<file path="config.mk">
export PLATFORM = sky130hd
export DESIGN_NAME = pattern_gen
export DESIGN_NICKNAME = d
export VERILOG_FILES = /design/src/design/sram_test_pkg.sv /design/src/design/pattern_gen.sv
export VERILOG_INCLUDE_DIRS = /design/src /design/src/design
export SDC_FILE = /design/constraint.sdc
export NUM_CORES = 1
export LEC_CHECK = 0
export ABC_AREA = 0
export ABC_CLOCK_PERIOD_IN_PS = 2900
export BUFFER_PORTS_ARGS = -buffer_cell sky130_fd_sc_hd__buf_2
export CAP_MARGIN = 15
export CORE_AREA = 2 2 39 41
export DETAILED_ROUTE_END_ITERATION = 10
export DIE_AREA = 0 0 41 43
export GPL_TIMING_DRIVEN = 0
export HOLD_SLACK_MARGIN = 0.08
export PLACE_DENSITY = 0.62
export SLEW_MARGIN = 25
export SYNTH_ARGS = -nofsm -noshare
export SYNTH_HDL_FRONTEND = slang
export SYNTH_SLANG_ARGS = --single-unit
</file>
<file path="constraint.sdc">
create_clock -name clk -period 2.9 [get_ports clk]
set_input_delay 0.87 -clock clk [delete_from_list [all_inputs] [get_ports clk]]
set_output_delay 0.87 -clock clk [all_outputs]
set_load 0.02 [all_outputs]
</file>
<file path="src/design/sram_test_defines.svh">
`ifndef SRAM_TEST_DEFINES_SVH
`define SRAM_TEST_DEFINES_SVH

// sram geometry
// 6 address bits keep a full test short, 20 matches the real part
`define SRAM_ADDR_BITS 6
`define SRAM_DATA_BITS 16

// zeros, ones, checker, inverse checker, address
`define SRAM_PATTERNS 5

`endif

</file>
<file path="src/design/sram_test_pkg.sv">
`include "sram_test_defines.svh"

package sram_test_pkg;

  // one access handed to the sram controller
  // start is a single-cycle pulse
  typedef struct packed {
    logic                       start;
    logic                       write;
    logic [`SRAM_ADDR_BITS-1:0] addr;
    logic [`SRAM_DATA_BITS-1:0] wdata;
  } sram_req_t;

  // order matters, pattern_gen steps through these by index
  typedef enum logic [2:0] {
    pat_zeros       = 3'd0,
    pat_ones        = 3'd1,
    pat_checker     = 3'd2,
    pat_checker_inv = 3'd3,
    pat_address     = 3'd4
  } pattern_e;

  // sequencer states
  typedef enum logic [2:0] {
    st_start      = 3'd0,
    st_writing    = 3'd1,
    st_write_hold = 3'd2,
    st_reading    = 3'd3,
    st_read_hold  = 3'd4,
    st_done       = 3'd5,
    st_halt       = 3'd6
  } tester_state_e;

endpackage

</file>
<file path="src/design/pattern_gen.sv">
`timescale 1ns/1ns

`include "sram_test_defines.svh"

module pattern_gen
  import sram_test_pkg::*;
(
  input  logic                       clk,
  input  logic                       reset,
  input  logic                       restart,
  input  logic                       advance,
  input  logic [`SRAM_ADDR_BITS-1:0] addr,
  output logic [`SRAM_DATA_BITS-1:0] word,
  output pattern_e                   kind,
  output logic                       last
);

  localparam int idx_bits = $clog2(`SRAM_PATTERNS);

  // 0x5555 style word, bit 0 set
  function automatic logic [`SRAM_DATA_BITS-1:0] alt_bits();
    logic [`SRAM_DATA_BITS-1:0] w;
    for (int i = 0; i < `SRAM_DATA_BITS; i++) begin
      w[i] = (i % 2 == 0);
    end
    return w;
  endfunction

  localparam logic [`SRAM_DATA_BITS-1:0] checker_word = alt_bits();

  logic [idx_bits-1:0] pat_idx;

  // pattern index, restart has priority over advance
  always_ff @(posedge clk or posedge reset) begin
    if (reset) begin
      pat_idx <= '0;
    end else if (restart) begin
      pat_idx <= '0;
    end else if (advance && !last) begin
      pat_idx <= pat_idx + 1'b1;
    end
  end

  assign kind = pattern_e'(pat_idx);
  assign last = (pat_idx == idx_bits'(`SRAM_PATTERNS - 1));

  // data word for the current address
  always_comb begin
    case (kind)
      pat_zeros: begin
        word = '0;
      end
      pat_ones: begin
        word = '1;
      end
      pat_checker: begin
        word = checker_word;
      end
      pat_checker_inv: begin
        word = ~checker_word;
      end
      pat_address: begin
        // address in the low bits, zero above
        word = `SRAM_DATA_BITS'(addr);
      end
      default: begin
        word = '0;
      end
    endcase
  end

endmodule

</file>
==> flow_summary.yaml <==
grt:
  overflow: 0
  grt_pass1_wl_mm: 1.15
  grt_pass1_vias: 325
  grt_util_all_layers_pct: 10.1
  antenna_found_initial: 0
  grt_max_degree: 9
timing:
  finalMaxSlewViolations: 0
  holdWs_ns: 0.485
  relSlewSlack_pct: 81.2
  grt_setup_unrepaired: "false"
  fin_skew_ns: 0.00192
  fin_crit_ns: 2.53
  setup-violations-final: 0
  setup_tns_ns: 0
  setup_ws_ns: 0.366
  finalHoldViolCount: 0
  min_period_over_period_pct: 87.4
  tightest_slew_ns: 0.280
  max_freq_mhz: 395
setup_path:
  endpoint_kind: "output pin"
  worstPathArrival_ns: 1.66
  crit_fanout: 5
  cp_data_required_time_ns: 2.03
  critPathTopFamily: "buffers and inverters"
  cpPeakStageDelay_ns: 0.43
  crit_type: "reg2out"
  slowest_stage: "dfrtp_1"
  cpMostUsedCell: "inv_1"
  cp_num_buf_inv: 4
  worstPathCellList: "inv_1, ha_1, o21ai_1, inv_1, buf_4, buf_2"
  startpoint_type: "flop"
layout:
  syn2layout_area_growth_pct: 52.6
  largest_register_ffs: 3
  fillCellCount: 142
  instances_no_fill: 97
  drive_gt1_share_pct: 55.6
  diodes: 0
  layout_commonest_cell: "buf_2"
  final_cell_mix: "29 x buf_2, 13 x nand2_1, 8 x buf_4, 6 x inv_1, 5 x ha_1"
  fin_nets: 97
pwr:
  leakagePower_nw: 0.358
  vdd_ir_drop_max_mv: 0.224
  power_density_nw_per_um2: 524
die:
  start_util_pct: 26.3
  core-area_sq_um: 1380
  die-height_um: 43
  fp.dieW_um: 41
  die_area_sq_um: 1760
  rows: 14
  boundaryPins: 30
yosys:
  synth_top_family_by_area: "buffers and inverters"
  synth_compound_area_share_pct: 13.4
  muxShareOfSynthArea_pct: 0
  synth_area_per_cell_sq_um: 7.59
  ys_ff_latch: 3
  yosys.area_share.simple_pct: 19.6
  synth-xor-area-share_pct: 2.41
  synthAdderAreaFrac_pct: 17.2
  synth_nets: 63
  ys_seq_area_share_pct: 20.6
  yosys_warnings: 0
  ys_types: 16
  synthCells: 48
  netlist_area_sq_um: 364
detailed_routing:
  num_vias: 396
  first_iter_violations: 0
  routed_wirelength_um: 789
  drc: 0
  wl_per_cell_um: 8.13
  ant_nets: 0
  drt-vias-per-instance: 4.08
  firstDrtPassIters: 1
place:
  place_ws_ns: 0.592
  port_buffers: 29
  routabilityCongestion: 0.719
  placed_cells: 93
  hpwl_um: 653
run_status:
  status: "complete, no violations"
clock_network:
  cts_root_buffer: "clkbuf_4"
  htreeDepth: 1
  hold_buffers: 0
  cts_buffer_depth: 2
  cts_resized: 0
  cts_tree: "built"
  clk_latency_ns: 0.24
  clock-sinks: 3
  cts-buffers-inserted: 3
  clk_pin_slew_ns: 0.04
  cts_setup_buffers: 0
worst_hold_path:
  min_path_type: "in2async"
job:
  drv_cap: 0
synth_stat cells:
master    number  area share, %
inv_1          6            6.2
a21oi_2        1            2.4
a21boi_2       1            3.1
o21ai_0        1            1.4
xnor2_1        1            2.4
nand2b_1       1            1.7
buf_4          8             16
and2_4         1            2.4
nor2_1         2            2.1
nand2_1       13             13
buf_8          1            4.1
a21oi_1        2            2.7
dfrtp_1        3             21
o21ai_1        1            1.4
o21ai_2        1            2.4
ha_1           5             17
worst register-to-register path, cell delays in order (launching register included):
cell and delay (ns):
dfrtp_1 0.43, inv_1 0.11, ha_1 0.25, and2_4 0.17, buf_8 0.12, o21ai_2 0.12
a21oi_2 0.07
through the flow:
stage	instance area (sq um)	utilization (%)	power (W)
after CTS	556	40.1	0.000298
final	556	40.1	0.000291
after global routing	556	40.1	0.000315
after floorplan	364	-	0.000168
after global placement	529	38.2	0.000218
after detailed placement	529	38.2	0.000218
kinds of logic after synthesis:
kind of cell / Yosys count
simple gates: 17
fa+ha+maj: 5
flops: 3
compound gates: 7
xor+xnor: 1
buf+inv: 15
final timing paths:
path	startpoint	endpoint	slack [ns]	cells past startpoint
min in group clk	kind[1]	kind[1]	0.62	2
hold / removal	reset	kind[2]	0.49	2
setup reg to reg	kind[0]	kind[1]	1.53	6
max in group asynchronous	reset	kind[0]	2.29	2
setup / recovery	kind[0]	word[14]	0.37	6
hold reg to reg	kind[1]	kind[1]	0.62	2
layout make-up:
class	count	area (sq um)	area share (%)
multi-input cells	30	191	34.5
repair buffers	29	145	26.1
flip-flops and latches	3	75.1	13.5
plain buffers	9	75.1	13.5
clock buffers	4	26.3	4.73
inverters	6	22.5	4.05
well taps	16	20.0	3.60
report_power, final:
part / internal [W] / switching (W) / leakage (nW)
clock: 0.0000517 / 0.0000232 / 0.0150
combinational: 0.0000672 / 0.0000974 / 0.303
sequential: 0.0000456 / 0.00000578 / 0.0403
routing by layer:
layer / vias to the layer above / global-route usage (%) / wire length (um)
met4: 0 / 8.00 / 23
met1: 161 / 9.03 / 324
met2: 28 / 16.9 / 326
li1: 204 / - / -
met5: - / 0 / 0
met3: 3 / 3.14 / 114
Power figures use the tool's default switching activity.
