File: src/design/sram_test_defines.svh
`ifndef SRAM_TEST_DEFINES_SVH
`define SRAM_TEST_DEFINES_SVH

// sram geometry
// 6 address bits keep a full test short, 20 matches the real part
`define SRAM_ADDR_BITS 6
`define SRAM_DATA_BITS 16

// zeros, ones, checker, inverse checker, address
`define SRAM_PATTERNS 5

`endif

File: src/design/addr_iter.sv
`timescale 1ns/1ns

`include "sram_test_defines.svh"

module addr_iter (
  input  logic                       clk,
  input  logic                       reset,
  input  logic                       step,
  output logic [`SRAM_ADDR_BITS-1:0] addr,
  output logic                       last
);

  // wraps to zero after the top address
  always_ff @(posedge clk or posedge reset) begin
    if (reset) begin
      addr <= '0;
    end else if (step) begin
      addr <= addr + 1'b1;
    end
  end

  // high while sitting on the final address
  assign last = &addr;

endmodule

File: config.mk
export PLATFORM = sky130hd
export DESIGN_NAME = addr_iter
export DESIGN_NICKNAME = d
export VERILOG_FILES = /design/src/design/addr_iter.sv
export VERILOG_INCLUDE_DIRS = /design/src /design/src/design
export SDC_FILE = /design/constraint.sdc
export NUM_CORES = 1
export LEC_CHECK = 0
export BUFFER_PORTS_ARGS = -buffer_cell sky130_fd_sc_hd__buf_2
export CAP_MARGIN = 20
export CORE_AREA = 2 2 39 41
export CTS_CLUSTER_DIAMETER = 80
export DETAILED_ROUTE_END_ITERATION = 7
export DIE_AREA = 0 0 41 43
export HOLD_SLACK_MARGIN = 0.02
export PLACE_DENSITY_LB_ADDON = 0.08
export SYNTH_ARGS = -nofsm -noshare
export SYNTH_HDL_FRONTEND = slang
export SYNTH_SLANG_ARGS = --single-unit
File: constraint.sdc
create_clock -name clk -period 2.9 [get_ports clk]
set_clock_uncertainty 0.1 [all_clocks]
set_input_delay 0.145 -clock clk [delete_from_list [all_inputs] [get_ports clk]]
set_output_delay 0.145 -clock clk [all_outputs]
set_load 0.03 [all_outputs]
==> impl_results.md, run 1 <==
- Detailed-route via count: 199
- CTS tree: built
- Final Cycle Share: 51.4%
- Finished Cell Area: 355 µm²
- Fmax achieved: 671 MHz
- Via density: 4.06
- Starting density of the core: 18.6%
- Total Nets Final: 39
- Die X-Extent: 41 µm
- Clk_lat worst skew: 0.24 ns
- WHS: 0.0678 ns
- Final RePlAce weighted congestion: 0.657
- Final WS setup: 1.41 ns
- Max_cap viols: 0
- First-pass GRT wire length: 862 µm
- Max VDD drop: 0.338 mV
- CTS Buf Count: 3
- Setup CP Type: reg -> out
- Largest regs: addr (6)
- Synthesized Nets: 24
- GRT Overall Usage: 8.17%
- Clk sinks: 6
- Crit. End Element: output port
- Synthesis-to-layout area growth: 37.9%
- Clock buffer depth: 2
- Crit path max fanout: 5
- Pre-CTS WS: 1.67 ns
- Layout cell share with drive strength beyond 1: 42.4%
- Max FFs per register: 6
- Leak: 0.174 nW
- R2r setup slk: 1.71 ns
- Crit path DAT: 1.25 ns
- Core Region: 0.00138 mm²
- Largest register by flop count: addr
- Height of the chip: 43 µm
- Starting DRC count in detailed routing: 3
- Total power per unit cell area: 1260 mW/mm²
- Io pins: 10
- Clock-pin slew on the worst setup and hold paths: 0.05 ns
- H-tree Lvls: 1
- Worst slew pin tran: 0.238 ns
- Post-synthesis register bit count: 6
- Post-Syn Instances: 20
- # diodes: 0
- Port Buffers: 9
- Die footprint: 0.00176 mm²
- Final design utilization: 25.7%
- Final Non-Filler Cells: 49
- Largest net degree at the start of global routing: 7
- Row count: 14
- Unrepaired setup endpoints after global routing: no
- Drt wl/cell: 10.1 µm
- Tot Pwr: 0.448 mW
- Synth cell types: 10
- Post-synthesis cell area: 258 µm²
- Number of remaining DRC errors: 0
- Final ANT Viol Nets: 0
- Post-layout minimum cycle time: 1.49 ns
- Syn avg cell area: 12.9 µm²
- Worst path required time: 2.65 ns
- Slew Viols, Final: 0
- # setup viols final: 0
- Hold crit path type: in -> reg
- Initial DRT Pass Iterations: 4
- Placed Area: 323 µm²
- CP Launch Type: flop
- Post-CTS resize count: 0
- Dpl cells: 45
- Final Hold Viols: 0
- Vias in the first global route: 196
- Slew HR: 84.1%
- Overall routed net length: 494 µm
- Total grt overflow: 0
- Fin Setup TNS: 0 ns
- Post-synthesis sequential area ratio: 58.3%
- Initial antenna violation count: 0
- YS warnings: 0
- Outcome: completed
- CTS Root Buffer Type: clkbuf_4
==> repair_timing <==
item                                    in CTS  in global routing
hold buffers                                 1                  0
buffers inserted                             0                  0
endpoints found under the hold margin        6                  0
endpoints found under the setup margin       0                  0
==> worst max-delay path, stage by stage (launching register included) <==
cell and delay, ns:
dfrtp_1 0.42, and3_1 0.21, and3_2 0.20, buf_2 0.17
==> per-layer routing <==
metal / GRT usage (%) / vias up / routed length, µm
met5: 0 / - / 0
met4: 8.00 / 0 / 5
met3: 5.24 / 2 / 50
met2: 9.06 / 7 / 220
met1: 9.77 / 90 / 218
li1: - / 100 / -
==> cells in the mapped netlist <==
| cell type | n | area [µm²] |
|---|---|---|
| dfrtp_1 | 6 | 150 |
| xnor2_1 | 4 | 35.0 |
| nand4_1 | 3 | 18.8 |
| and3_1 | 1 | 6.26 |
| and3_2 | 1 | 7.51 |
| ha_1 | 1 | 12.5 |
| inv_1 | 1 | 3.75 |
| mux2_2 | 1 | 11.3 |
| nand2_1 | 1 | 3.75 |
| xor2_1 | 1 | 8.76 |
==> layout by cell type (no fill, tap or decap), types with 3 or more instances in the layout <==
cell type,instances
clkbuf_4,3
xnor2_1,4
dfrtp_1,6
nand4_1,3
buf_2,9
==> path summary, 6_finish.rpt <==
| check | start | endpoint | cells past startpoint |
|---|---|---|---|
| worst max-delay path | addr[2] | last | 3 |
| worst min-delay path | step | addr[0] | 2 |
| worst max register to register | addr[0] | addr[1] | 2 |
| worst min register to register | addr[5] | addr[5] | 1 |
| max in group asynchronous | reset | addr[0] | 3 |
| min in group asynchronous | reset | addr[4] | 3 |
==> cell families (layout without fill, tap and decap cells) <==
| family | count (synthesis) | count (layout) | share of synthesized area, % |
|---|---|---|---|
| fa+ha+maj | 1 | 1 | 4.85 |
| simple gates | 6 | 6 | 14.1 |
| xor+xnor | 5 | 5 | 17.0 |
| mux | 1 | 1 | 4.37 |
| buf+inv | 1 | 14 | 1.45 |
| flops | 6 | 6 | 58.3 |
==> where the power goes <==
group	leakage, nW	total [mW]	switching, mW	internal [mW]
clock	0.0138	0.0759	0.0291	0.0468
combinational	0.0878	0.200	0.126	0.0737
sequential	0.0720	0.172	0.0460	0.126
total	0.174	0.448	0.201	0.247
==> layout make-up <==
type                       instances  area, µm²
sequential                         6        150
multi-input combinational         13        104
timing repair buffer              10       55.1
fill                             157       1030
clock buffer                       3       22.5
inverter                           1       3.75
tap                               16       20.0
Note: power is estimated with default switching activity, not from simulation.
==> run 2: changes to the inputs <==
Settings changed: ABC_AREA set to 1.
Clock period 2.9 ns to 1.53 ns, I/O delays scaled along.
==> impl_results.md, run 2 <==
- Initial antenna violation count: 0 (unchanged)
- Clock power share: 16.7% (-0.2 points)
- Core Region: 0.00138 mm² (unchanged)
- Final ANT Viol Nets: 0 (unchanged)
- Starting density of the core: 20.1% (+1.4 points)
- Crit path max fanout: 4 (-1)
- Total power per unit cell area: 2260 mW/mm² (+79%)
- Layout cell share with drive strength beyond 1: 28.9% (-14 points)
- Most frequent cells in the layout: buf_2, nand2_1, dfrtp_1
- RR Endpoint: addr[4]
- Final Cycle Share: 92.0%
- Fillers: 158 (+0.64%)
- Post-layout minimum cycle time: 1.41 ns
- Syn avg cell area: 8.96 µm² (-30%)
- Adder-cell share of the synthesized area: 4.50% (-0.35 points)
- Drt wl/cell: 9.69 µm (-3.9%)
- Leak: 0.211 nW (+21%)
- Share of the synthesized area in the top cell type: 54.1% (-4.2 points)
- Asr flop ratio synth: 100% (unchanged)
- Clk_lat worst skew: 0.24 ns (about the same)
- Height of the chip: 43 µm (unchanged)
- Largest regs: addr (6)
- Clock buffer depth: 2 (unchanged)
- H-tree Lvls: 1 (unchanged)
- CTS Buf Count: 3 (unchanged)
- CTS Root Buffer Type: clkbuf_4
- Max FFs per register: 6 (unchanged)
- Synthesized Nets: 35 (+46%)
- Post-synthesis sequential area ratio: 54.1% (-4.2 points)
- Largest register by flop count: addr
- EDFF count, synth: 0 (unchanged)
- Unrepaired setup endpoints after global routing: no
- Post-synthesis xor/xnor area fraction: 12.6% (-4.4 points)
- Slew HR: 84.1% (about the same)
- Final Hold Viols: 0 (unchanged)
- Largest family of logic cells by synthesized area: simple AND/OR/NAND/NOR gates
- Simple-Gate Fraction of Synth Area: 20.3% (+6.2 points)
- Row count: 14 (unchanged)
- Worst path required time: 1.35 ns (-1.30 ns)
- Top-count cell post-synth: nand2_1
- Number of remaining DRC errors: 0 (unchanged)
- Post-Syn Instances: 31 (+55%)
- Post-synthesis cell area: 278 µm² (+7.8%)
- Synthesis-to-layout area growth: 39.6%
- Overall routed net length: 591 µm (+20%)
- Clock-pin slew on the worst setup and hold paths: 0.05 ns (about the same)
- Synth Area in Compound Gates: 1.80% (+1.8 points)
- Top FF cell, synth: dfrtp_1
- GR Util met3: 4.71% (-0.52 points)
- Seq pwr share: 36.5% (-1.9 points)
- Port Buffers: 9 (unchanged)
- Via density: 3.92 (-3.5%)
- First-pass GRT wire length: 917 µm (+6.4%)
- Initial DRT Pass Iterations: 4 (unchanged)
- Post-synthesis mux area share: 0% (-4.4 points)
- Largest net degree at the start of global routing: 7 (unchanged)
- Outcome: completed
- Crit. End Element: output port
- Worst slew pin tran: 0.239 ns (+0.000732 ns)
- Fin Setup TNS: 0 ns (unchanged)
- Total Nets Final: 51 (+31%)
- # setup viols final: 0 (unchanged)
- Met1 usage: 10.1% (+0.36 points)
- Gr busiest metal: met2
- Dominant cells by area after synthesis: dfrtp_1, nand2_1, xor2_1
- Max VDD drop: 0.480 mV (+42%)
- Hpwl dp: 450 µm
- YS warnings: 0 (unchanged)
- Synth cell types: 10 (unchanged)
- Die footprint: 0.00176 mm² (unchanged)
- Vias in the first global route: 227 (+16%)
- NetSw: 0.419 mW (+110%)
- Final RePlAce weighted congestion: 0.698 (+6.4%)
- Fmax achieved: 711 MHz
- Comb power frac: 46.9% (+2.3 points)
- Crit path DAT: 1.23 ns (-0.02 ns)
- Io pins: 10 (unchanged)
- Detailed-route via count: 239 (+20%)
- R2r setup slk: 0.35 ns (-1.36 ns)
- Starting DRC count in detailed routing: 2 (-1)
- Int Power: 0.458 mW (+86%)
- Slew Viols, Final: 0 (unchanged)
- # diodes: 0 (unchanged)
- Most common cell after layout, fill and taps aside: buf_2
- WHS: 0.195 ns (+0.127 ns)
- Top cells by count, synth: nand2_1, dfrtp_1, inv_1
- FF-to-FF Start: addr[0]
- Post-synthesis register bit count: 6 (unchanged)
- Die X-Extent: 41 µm (unchanged)
- CTS tree: built
- Area leader, netlist: dfrtp_1
- Clk sinks: 6 (unchanged)
- Worst reg-to-reg path cell count: 4 (+2)
- Sw frac: 47.8% (+2.9 points)
- Met2 Resource Use GR: 10.9% (+1.9 points)
- CP Launch Type: flop
- GRT Overall Usage: 8.48% (+0.31 points)
- Post-CTS Setup Repair Bufs: 0 (unchanged)
- Hold crit path type: in -> async
- Max_cap viols: 0 (unchanged)
- Total grt overflow: 0 (unchanged)
- Setup CP Type: reg -> out
## run 2: routing by layer
metal  vias up  wire [µm]
li1        121          -
met1       108        282
met2         8        263
met3         2         39
met4         0          6
met5         -          0
## run 2: area by class of cell
| cell class | instances | area, µm² | share of cell area [%] |
|---|---|---|---|
| sequential | 6 | 150 | 38.7 |
| multi-input combinational | 20 | 111 | 28.7 |
| timing repair buffer | 11 | 65.1 | 16.8 |
| clock buffer | 3 | 22.5 | 5.81 |
| inverter | 5 | 18.8 | 4.84 |
| tap | 16 | 20.0 | 5.16 |
## run 2: power by group through the flow
stage	clock (mW)	sequential [mW]	combinational [mW]
5_1_grt	0.161	0.331	0.459
3_3_place_gp	0	0.312	0.401
2_1_floorplan	0	0.462	0.135
6_report	0.146	0.320	0.411
3_5_place_dp	0	0.319	0.405
4_1_cts	0.150	0.318	0.410
## run 2: worst max path at each step
stage,cells past startpoint,from,slack (ns),to
after global routing,4,addr[2],0.03,last
after floorplan,3,addr[2],0.22,last
after global placement,4,addr[2],0.39,last
final,3,addr[0],0.12,last
after CTS,4,addr[2],0.1,last
after detailed placement,4,addr[2],0.36,last
## run 2: critical path: stages, from the launching register on
cell	delay (ns)
dfrtp_1	0.42
ha_1	0.24
and3_1	0.16
buf_2	0.17
## run 2: cell families after synthesis
group | count (synthesis)
AND/OR/NAND/NOR | 14
flip-flops | 6
XOR/XNOR | 4
buffers and inverters | 5
AO/OA/AOI/OAI | 1
adder cells (fa/ha/maj) | 1
## run 2: what timing repair did
| action | in CTS | in global routing |
|---|---|---|
| endpoints found under the setup margin | 0 | 1 |
| hold buffers | 2 | 0 |
| hold endpoints to repair | 8 | 0 |
| resized for setup | 0 | 1 |
## run 2: through the flow
stage	power, mW	utilization [%]	setup slack, ns	instance area (µm²)	instances
global route	0.952	28.0	0.0298	388	61
CTS	0.878	27.8	0.0989	385	61
global placement	0.713	24.8	0.386	343	56
floorplan	0.597	-	0.224	278	31
finish	0.877	28.0	0.123	388	61
detailed placement	0.724	24.8	0.363	343	56
